--- src/common/acq_pkg.sv ---
// acquisition front end shared definitions
// widths, serial timing and state encodings for the logger datapath
package acq_pkg;

	// one converted byte from the external converter
	typedef logic [7:0] sample_t;

	// analog channel select on the first multiplexer
	typedef logic [2:0] channel_t;

	// counts clocks inside one serial bit
	typedef logic [6:0] bit_timer_t;

	// counts settling clocks before a conversion start
	typedef logic [1:0] settle_t;

	// channel counter wraps after the last input
	localparam int num_channels = 8;

	// clocks per serial bit, same threshold as the legacy logger
	localparam int bit_period = 105;

	// multiplexer settling time before soc
	localparam int settle_cycles = 2;

	// scan machine: select, settle, convert, latch, then hand off the pair
	typedef enum logic [2:0] {
		scan_mux,
		scan_settle,
		scan_conv,
		scan_load,
		scan_pair
	} scan_state_t;

	// pair machine: one link cycle per half of the second multiplexer
	typedef enum logic [1:0] {
		pair_idle,
		pair_first,
		pair_second
	} pair_state_t;

	// link machine: load strobe, send strobe, then wait for completion
	typedef enum logic [1:0] {
		link_idle,
		link_load,
		link_send,
		link_wait
	} link_state_t;

	// serializer frame position
	typedef enum logic [1:0] {
		txs_idle,
		txs_start,
		txs_data,
		txs_stop
	} tx_state_t;

endpackage

--- src/acq_control/acq_control.sv ---
`timescale 1ns/1ns
// acquisition sequencer
// scans the analog multiplexer, starts each conversion and hands the
// result to the serial link as two bytes, one per half of the second mux
// three machines cooperate through single-cycle request and done pulses
module acq_control
	import acq_pkg::*;
(
	input  logic     clock,
	input  logic     arst_n,
	input  logic     eoc,
	input  logic     byte_done,
	output logic     mux_en,
	output logic     soc,
	output logic     load_dato,
	output logic     add_mpx2,
	output logic     load,
	output logic     send,
	output channel_t channel
);

	scan_state_t scan_state;
	pair_state_t pair_state;
	link_state_t link_state;

	// settling clocks elapsed since mux_en rose
	settle_t settle_cnt;

	// scan to pair handoff and its return
	logic pair_start;
	logic pair_done;

	// pair to link request and its return
	logic link_req;
	logic link_done;

	// scan machine
	// also owns the channel counter, which moves once per conversion
	always_ff @(posedge clock or negedge arst_n) begin
		if (!arst_n) begin
			scan_state <= scan_mux;
			settle_cnt <= '0;
			mux_en     <= 1'b0;
			soc        <= 1'b0;
			load_dato  <= 1'b0;
			pair_start <= 1'b0;
			channel    <= '0;
		end else begin
			pair_start <= 1'b0;
			case (scan_state)
				scan_mux: begin
					// enable the analog mux on the current channel
					mux_en     <= 1'b1;
					settle_cnt <= '0;
					scan_state <= scan_settle;
				end
				scan_settle: begin
					if (settle_cnt == settle_t'(settle_cycles - 1)) begin
						soc        <= 1'b1;
						scan_state <= scan_conv;
					end else begin
						settle_cnt <= settle_cnt + 1'b1;
					end
				end
				scan_conv: begin
					// converter holds us off for as long as eoc stays low
					if (eoc) begin
						soc        <= 1'b0;
						mux_en     <= 1'b0;
						load_dato  <= 1'b1;
						scan_state <= scan_load;
					end
				end
				scan_load: begin
					load_dato <= 1'b0;
					// step to the next input, wrapping after the last one
					if (channel == channel_t'(num_channels - 1)) begin
						channel <= '0;
					end else begin
						channel <= channel + 1'b1;
					end
					pair_start <= 1'b1;
					scan_state <= scan_pair;
				end
				scan_pair: begin
					// next scan only once both bytes have left the link
					if (pair_done) begin
						scan_state <= scan_mux;
					end
				end
				default: begin
					scan_state <= scan_mux;
				end
			endcase
		end
	end

	// pair machine
	// add_mpx2 only moves while the link machine is idle
	always_ff @(posedge clock or negedge arst_n) begin
		if (!arst_n) begin
			pair_state <= pair_idle;
			add_mpx2   <= 1'b0;
			link_req   <= 1'b0;
			pair_done  <= 1'b0;
		end else begin
			link_req  <= 1'b0;
			pair_done <= 1'b0;
			case (pair_state)
				pair_idle: begin
					if (pair_start) begin
						// lower half first
						link_req   <= 1'b1;
						pair_state <= pair_first;
					end
				end
				pair_first: begin
					if (link_done) begin
						add_mpx2   <= 1'b1;
						link_req   <= 1'b1;
						pair_state <= pair_second;
					end
				end
				pair_second: begin
					if (link_done) begin
						add_mpx2   <= 1'b0;
						pair_done  <= 1'b1;
						pair_state <= pair_idle;
					end
				end
				default: begin
					pair_state <= pair_idle;
				end
			endcase
		end
	end

	// link machine
	// load then send on consecutive cycles, done on buffer completion
	always_ff @(posedge clock or negedge arst_n) begin
		if (!arst_n) begin
			link_state <= link_idle;
			load       <= 1'b0;
			send       <= 1'b0;
			link_done  <= 1'b0;
		end else begin
			link_done <= 1'b0;
			case (link_state)
				link_idle: begin
					if (link_req) begin
						load       <= 1'b1;
						link_state <= link_load;
					end
				end
				link_load: begin
					load       <= 1'b0;
					send       <= 1'b1;
					link_state <= link_send;
				end
				link_send: begin
					send       <= 1'b0;
					link_state <= link_wait;
				end
				link_wait: begin
					// byte_done also covers a refused byte
					if (byte_done) begin
						link_done  <= 1'b1;
						link_state <= link_idle;
					end
				end
				default: begin
					link_state <= link_idle;
				end
			endcase
		end
	end

endmodule

--- src/logic/acq_top.sv ---
`timescale 1ns/1ns
// acquisition front end top level
// sequencer, transmit buffer and serializer between the converter,
// the two multiplexers and the serial line
module acq_top
	import acq_pkg::*;
(
	input  logic     clock,
	input  logic     arst_n,
	input  logic     eoc,
	input  sample_t  data_in,
	input  logic     dsr,
	output logic     mux_en,
	output logic     soc,
	output logic     load_dato,
	output logic     add_mpx2,
	output channel_t channel,
	output logic     error,
	output logic     data_out
);

	// link strobes from the sequencer
	logic load;
	logic send;

	// buffer to serializer
	logic    tx_start;
	sample_t tx_data;
	logic    tx_end;

	// end of every link cycle, sent or refused
	logic byte_done;

	acq_control acq_control_i (
		.clock     (clock),
		.arst_n    (arst_n),
		.eoc       (eoc),
		.byte_done (byte_done),
		.mux_en    (mux_en),
		.soc       (soc),
		.load_dato (load_dato),
		.add_mpx2  (add_mpx2),
		.load      (load),
		.send      (send),
		.channel   (channel)
	);

	sample_buffer sample_buffer_i (
		.clock     (clock),
		.arst_n    (arst_n),
		.load      (load),
		.send      (send),
		.dsr       (dsr),
		.tx_end    (tx_end),
		.data_in   (data_in),
		.tx_data   (tx_data),
		.tx_start  (tx_start),
		.byte_done (byte_done),
		.error     (error)
	);

	serial_tx serial_tx_i (
		.clock    (clock),
		.arst_n   (arst_n),
		.tx_start (tx_start),
		.tx_data  (tx_data),
		.data_out (data_out),
		.tx_end   (tx_end)
	);

endmodule

--- src/logic/sample_buffer.sv ---
`timescale 1ns/1ns
// transmit holding register
// one byte deep, judges buffer state and dsr, keeps a sticky error
// and reports completion of every link cycle on byte_done
module sample_buffer
	import acq_pkg::*;
(
	input  logic    clock,
	input  logic    arst_n,
	input  logic    load,
	input  logic    send,
	input  logic    dsr,
	input  logic    tx_end,
	input  sample_t data_in,
	output sample_t tx_data,
	output logic    tx_start,
	output logic    byte_done,
	output logic    error
);

	// byte held and not yet sent or dropped
	logic full;

	always_ff @(posedge clock or negedge arst_n) begin
		if (!arst_n) begin
			full      <= 1'b0;
			error     <= 1'b0;
			tx_start  <= 1'b0;
			byte_done <= 1'b0;
		end else begin
			tx_start  <= 1'b0;
			byte_done <= 1'b0;
			// end of frame frees the buffer, completion follows next cycle
			if (tx_end) begin
				full      <= 1'b0;
				byte_done <= 1'b1;
			end
			// overrun, new byte is lost and the held one kept
			if (load) begin
				if (full) begin
					error <= 1'b1;
				end else begin
					full <= 1'b1;
				end
			end
			if (send) begin
				if (!full || !dsr) begin
					// refused: drop the byte and close the link cycle now
					error     <= 1'b1;
					full      <= 1'b0;
					byte_done <= 1'b1;
				end else begin
					error    <= 1'b0;
					tx_start <= 1'b1;
				end
			end
		end
	end

	// payload capture on an accepted load
	always_ff @(posedge clock) begin
		if (load && !full) begin
			tx_data <= data_in;
		end
	end

endmodule

--- src/logic/serial_tx.sv ---
`timescale 1ns/1ns
// 8N1 serializer
// start bit, eight data bits MSB first and a stop bit, each held for
// bit_period clocks; line idles high between frames
module serial_tx
	import acq_pkg::*;
(
	input  logic    clock,
	input  logic    arst_n,
	input  logic    tx_start,
	input  sample_t tx_data,
	output logic    data_out,
	output logic    tx_end
);

	tx_state_t  tx_state;
	bit_timer_t bit_timer;

	// data bits already put on the line, minus one
	logic [2:0] bit_cnt;

	// outgoing byte, top bit is the next one on the line
	sample_t shift_reg;

	// last clock of the current bit
	logic bit_last;

	assign bit_last = (bit_timer == bit_timer_t'(bit_period - 1));

	// frame closes in the final cycle of the stop bit
	assign tx_end = (tx_state == txs_stop) && bit_last;

	always_ff @(posedge clock or negedge arst_n) begin
		if (!arst_n) begin
			tx_state  <= txs_idle;
			bit_timer <= '0;
			bit_cnt   <= '0;
			data_out  <= 1'b1;
		end else begin
			case (tx_state)
				txs_idle: begin
					// a start request while busy never reaches here
					if (tx_start) begin
						data_out  <= 1'b0;
						bit_timer <= '0;
						tx_state  <= txs_start;
					end
				end
				txs_start: begin
					if (bit_last) begin
						data_out  <= shift_reg[7];
						bit_timer <= '0;
						bit_cnt   <= '0;
						tx_state  <= txs_data;
					end else begin
						bit_timer <= bit_timer + 1'b1;
					end
				end
				txs_data: begin
					if (bit_last) begin
						bit_timer <= '0;
						if (bit_cnt == 3'd7) begin
							data_out <= 1'b1;
							tx_state <= txs_stop;
						end else begin
							data_out <= shift_reg[7];
							bit_cnt  <= bit_cnt + 1'b1;
						end
					end else begin
						bit_timer <= bit_timer + 1'b1;
					end
				end
				txs_stop: begin
					if (bit_last) begin
						bit_timer <= '0;
						tx_state  <= txs_idle;
					end else begin
						bit_timer <= bit_timer + 1'b1;
					end
				end
				default: begin
					tx_state <= txs_idle;
				end
			endcase
		end
	end

	// shifter loads on a frame start and steps at each data bit
	always_ff @(posedge clock) begin
		if (tx_state == txs_idle && tx_start) begin
			shift_reg <= tx_data;
		end else if (bit_last && (tx_state == txs_start || tx_state == txs_data)) begin
			shift_reg <= {shift_reg[6:0], 1'b0};
		end
	end

endmodule

--- config.mk ---
export PLATFORM = sky130hd
export DESIGN_NAME = acq_top
export DESIGN_NICKNAME = d
export VERILOG_FILES = /design/src/common/acq_pkg.sv /design/src/acq_control/acq_control.sv /design/src/logic/acq_top.sv /design/src/logic/sample_buffer.sv /design/src/logic/serial_tx.sv
export SDC_FILE = /design/constraint.sdc
export NUM_CORES = 1
export LEC_CHECK = 0
export ABC_AREA = 0
export CAP_MARGIN = 20
export CORE_MARGIN = 1.5
export CORE_UTILIZATION = 35
export CTS_BUF_LIST = sky130_fd_sc_hd__clkbuf_4 sky130_fd_sc_hd__clkbuf_8
export DETAILED_ROUTE_END_ITERATION = 10
export DONT_BUFFER_PORTS = 1
export SLEW_MARGIN = 20
export SYNTH_ARGS = -nofsm -noshare
export SYNTH_HDL_FRONTEND = slang
export SYNTH_SLANG_ARGS = --single-unit
--- constraint.sdc ---
create_clock -name clock -period 2.1 [get_ports clock]
set_clock_uncertainty 0.15 [all_clocks]
set_input_delay 0.21 -clock clock [delete_from_list [all_inputs] [get_ports clock]]
set_output_delay 0.21 -clock clock [all_outputs]
set_load 0.01 [all_outputs]
---- Word level (Yosys, flattened, before mapping) ----
Cells that the tools add are included.
storage, ports and cells
  flip-flop bits (word level) ............. 55
cells by class
  reductions and logical operators ........ 38
  mux-type cells .......................... 67
  $add $sub $neg .......................... 4
  equal/unequal tests ..................... 31
operators with widths
  operator               number
  $mux W1                30
  $mux W2                11
  $ne A2 B1 Y1 const B   11
  $reduce_bool A2 Y1     11
  $mux W3                7
  $mux W8                2
  $pmux W2 S4            2
  $pmux W3 S5            1
  $mux W7                2
  $pmux W1 S2            7
  $pmux W7 S2            1
  $reduce_and A2 Y1      6
  $reduce_and A3 Y1      4
  $eq A2 B2 Y1 const B   5
  $eq A3 B3 Y1 const B   3
  $eq A2 B1 Y1 const B   4
  $ne A2 B2 Y1 const B   4
  $reduce_and A4 Y1      2
  $add A7 B1 Y7 const B  1
  $eq A7 B7 Y1 const B   1
  $add A3 B1 Y3 const B  2
  $eq A3 B2 Y1 const B   2
  $logic_not A2 Y1       3
  $pmux W2 S3            1
  12 further kinds       17

---- Longest topological paths before layout ----
  depth after elaboration ................. 7
  mapped depth ............................ 7

---- By module ----
A second synthesis with hierarchy kept.
second synthesis, totals
  cell total of the unflattened synthesis .. 210
  area, all modules ....................... 2549.9 um2
modules (own cells, without submodules)
  module         area an instance (um2)  times used  cells each  seq. area each (um2)
  serial_tx      1166.1                  1           102         566.8
  acq_control    989.7                   1           86          550.5
  sample_buffer  394.1                   1           22          340.3

---- Worst setup path after synthesis ----
OpenSTA, ideal clock, no wires.
  path type ............................... reg2reg
  start point ............................. reg serial_tx_i.bit_timer[2]
  end point ............................... reg serial_tx_i.shift_reg[0], enable pin
  buffers on the path ..................... 0
  data required time ...................... 1566 ps
  path slack .............................. 46 ps
  arrival ................................. 1520 ps
  setup time .............................. 384 ps
  clock period less this slack ............ 2054 ps
  cell stages (with the launch flop) ...... 4
  path through ............................ dfrtp_1 > and4bb_1 > nand3_4 > o21ai_0
between the ends
  cells in the longest elaborated chain, start to end .. 3
RTL lines
  what                          line             RTL
  start: declaration            serial_tx.sv:17  bit_timer_t bit_timer;
  start signal: assignment      serial_tx.sv:56  bit_timer <= bit_timer + 1'b1;
  start signal: assignment      serial_tx.sv:70  bit_timer <= bit_timer + 1'b1;
  start signal: assignment      serial_tx.sv:78  bit_timer <= bit_timer + 1'b1;
  $eq A7 B7 Y1                  serial_tx.sv:28  assign bit_last = (bit_timer == bit_timer_t'(bit_period - 1));
  $logic_and A1 B1 Y1           serial_tx.sv:92  end else if (bit_last && (tx_state == txs_start || tx_state == txs_data)) begin
  $reduce_bool A2 Y1 (no line)  --
  end signal: assignment        serial_tx.sv:91  shift_reg <= tx_data;
  end signal: assignment        serial_tx.sv:93  shift_reg <= {shift_reg[6:0], 1'b0};
  end: declaration              serial_tx.sv:23  sample_t shift_reg;
Every way passes these cells.
A chain may end at the register's enable or synchronous reset.

---- Worst setup path after layout ----
  start point ............................. reg serial_tx_i.bit_timer[2]
  end point ............................... reg serial_tx_i.shift_reg[2], enable pin
Same word-level chain as after synthesis.

==> reports/qor.txt <==
Multiplexer share of the synthesized area = 0.0473
Total number of vias = 1669
Proportion of power drawn by combinational gates = 0.352
Grt ovf = 0
Placed cell area = 0.00269 mm²
Worst min path class = in2reg
# IOs = 21
EDFF count, synth = 16
Via/cell ratio = 4.85
#FFs+latches synth = 55
Final Setup Violations = 0
Die height = 88.2 µm
Largest family of logic cells by synthesized area = compound AO/OA/AOI/OAI gates
Synth top area cells = dfrtp_1, edfxtp_1, ha_1, o21ai_0, mux2_2
Clock Pin Slew Worst Setup and Hold Paths = 0.09 ns
Crit share post-route = 0.840
Mapped Cells = 226
Max-slew violation count = 0
Final setup TNS = 0 ns
Core area = 0.00691 mm²
CTS root buffer = clkbuf_8
Initial core utilization = 0.368
Synth Area in Compound Gates = 0.134
Switching power = 1350 µW
Largest net degree at the start of global routing = 40
Reg2Reg Setup Slack = 0.34 ns
Slew margin rel. = 0.766
First-pass GRT wire length = 7280 µm
Yosys cell types = 33
WS Path Type = reg2reg
VDD IR max = 0.624 mV
# port buffers = 0
Antenna cell count = 0
Slowest Stage Delay on Critical Path = 0.44 ns
CTS tree = done
Fmax = 0.567 GHz
CP cell instances = and4bb_1, nand3_4, o21ai_0, buf_4
Post-layout min period = 1.76 ns
Post-detailed-route count of antenna-violating nets = 0
Cts bufs inserted = 5
Vias in the first global route = 1638
Final Routed Wirelength = 4130 µm
Initial antenna violation count = 0
Switching share of power = 0.375
Clk buf depth = 2
Syn nets = 255
Die X = 88.2 µm
Area Overhead vs Synth = 14.7%
1st-pass router iterations = 6
Slowest-stage cell, CP = dfrtp_1
Post-Synth Adder-Cell Area = 0.0837
GP Congestion = 0.787
WL/cell = 12.0 µm
Top cell type's share of synthesized area = 0.374
Reg power frac = 0.492
Seq/Total Area, Yosys = 0.574
Critical Path Source Type = register
Final Instance Area = 0.00291 mm²
CP Data Arrival Time = 1.63 ns
Synth Area in XOR/XNOR = 0
Post-synth top area cell = dfrtp_1
Die area = 0.00778 mm²
Hpwl dp = 2970 µm
Crit Path Max Fanout = 10
Clk pwr share = 0.156
H-tree depth = 2
DR DRC count = 0
Post-synthesis simple-gate area fraction = 0.130
Worst slack, placed = 0.325 ns
Status = finished clean
Worst skew pair latency = 0.29 ns
Nets@finish = 276
Synthesized area = 0.00254 mm²
Fin worst setup slack = 0.336 ns
Max-Cap Viols = 0
Rows = 30
Ratio of cells with drive above 1 in the final layout = 0.113
PwrDens = 1230 mW/mm²
Mapped Avg Cell Area = 11.2 µm²
Synth Warn # = 0
Leak = 0.00126 µW
Final hold violation count = 0
Synth top cells by count = dfrtp_1, o21ai_0, nand2_1, ha_1
WP data required = 1.97 ns
Most numerous cell in the Yosys netlist = dfrtp_1
RSZ-0062 raised after global routing = false
Async set or reset register ratio after synthesis = 0.709
Iteration-0 DRC Markers = 35
Primary FF master, synth = dfrtp_1
Clock tree sinks = 55
Worst setup EP type = register
Global Route Usage Sum = 0.118
Worst-Margin Slew = 0.351 ns
Resize count post-CTS = 0
Internal = 2240 µW
WHS = 0.0774 ns
## layout make-up
cell class                 instances  area (µm²)
timing repair buffer              19         183
sequential                        55        1460
clock inverter                     3        20.0
clock buffer                       5        68.8
fill                             683        3990
inverter                          16        60.1
tap                               96         120
multi-input combinational        150        1000
## critical path: cells and delay by family (launching register included)
| family | cells | cell delay [ns] |
|---|---|---|
| simple gates | 2 | 0.50 |
| flops | 1 | 0.44 |
| compound gates | 1 | 0.19 |
| buf+inv | 1 | 0.19 |
## metal layers
metal	wire [µm]	share of wire	global-route usage	up-vias
met5	0	0	0	-
met4	26	0.0063	0.0341	0
met3	126	0.031	0.0273	2
met2	2030	0.49	0.200	19
met1	1940	0.47	0.151	804
li1	-	-	-	844
## path summary, 6_finish.rpt
check / from / depth (start not counted) / end
min: dsr / 3 / sample_buffer_i.full
max in group asynchronous: arst_n / 2 / serial_tx_i.data_out
max reg2reg: serial_tx_i.bit_timer[2] / 4 / serial_tx_i.shift_reg[2]
min in group asynchronous: arst_n / 2 / acq_control_i.channel[2]
max: serial_tx_i.bit_timer[2] / 4 / serial_tx_i.shift_reg[2]
min reg2reg: acq_control_i.pair_state[1] / 1 / acq_control_i.pair_state[0]
## placed cells by master (no fill, tap or decap), types with 2 or more instances in the layout
cell type | Yosys | layout
nor3_1 | 3 | 3
a21o_1 | 2 | 2
nor4_1 | 2 | 2
o22ai_1 | 2 | 2
mux2_2 | 8 | 8
inv_1 | 16 | 16
dlygate4sd3_1 | 0 | 11
edfxtp_1 | 16 | 16
nor2b_1 | 3 | 3
clkbuf_8 | 0 | 5
nand2_1 | 23 | 23
ha_1 | 17 | 17
nand3_1 | 10 | 10
o21ai_0 | 26 | 26
a21oi_1 | 16 | 16
nand2b_1 | 5 | 5
dfrtp_1 | 38 | 38
a31oi_1 | 4 | 4
mux2i_1 | 3 | 3
o311ai_0 | 2 | 2
nor2_1 | 10 | 10
and3_1 | 2 | 2
buf_4 | 0 | 7
o31ai_1 | 2 | 2
## kinds of logic (layout without fill, tap and decap cells)
kind of cell,count (synthesis),after routing
buffers and inverters,21,43
DFF,55,55
AOI/OAI and AO/OA,57,57
and+or+nand+nor,65,65
muxes,11,11
adders and majority gates,17,17
## through the flow
stage               total power (µW)   util  std cells
detailed placement              3020  0.390        324
finish                          3590  0.422        344
global placement                3000  0.390        324
global route                    3920  0.422        344
CTS                             3640  0.422        344
floorplan                       2670      -        226
## power by group through the flow
stage | sequential [µW] | combinational [µW] | clock [µW]
after detailed placement | 1790 | 1240 | 0
after global routing | 1820 | 1470 | 633
after floorplan | 1680 | 990 | 0
after global placement | 1780 | 1220 | 0
final | 1760 | 1260 | 560
after CTS | 1770 | 1280 | 591
## timing repair
action	CTS	global route
endpoints found under the setup margin	0	0
hold buffers	12	0
endpoints found under the hold margin	53	0
setup buffers	0	0
Power figures use the tool's default switching activity.
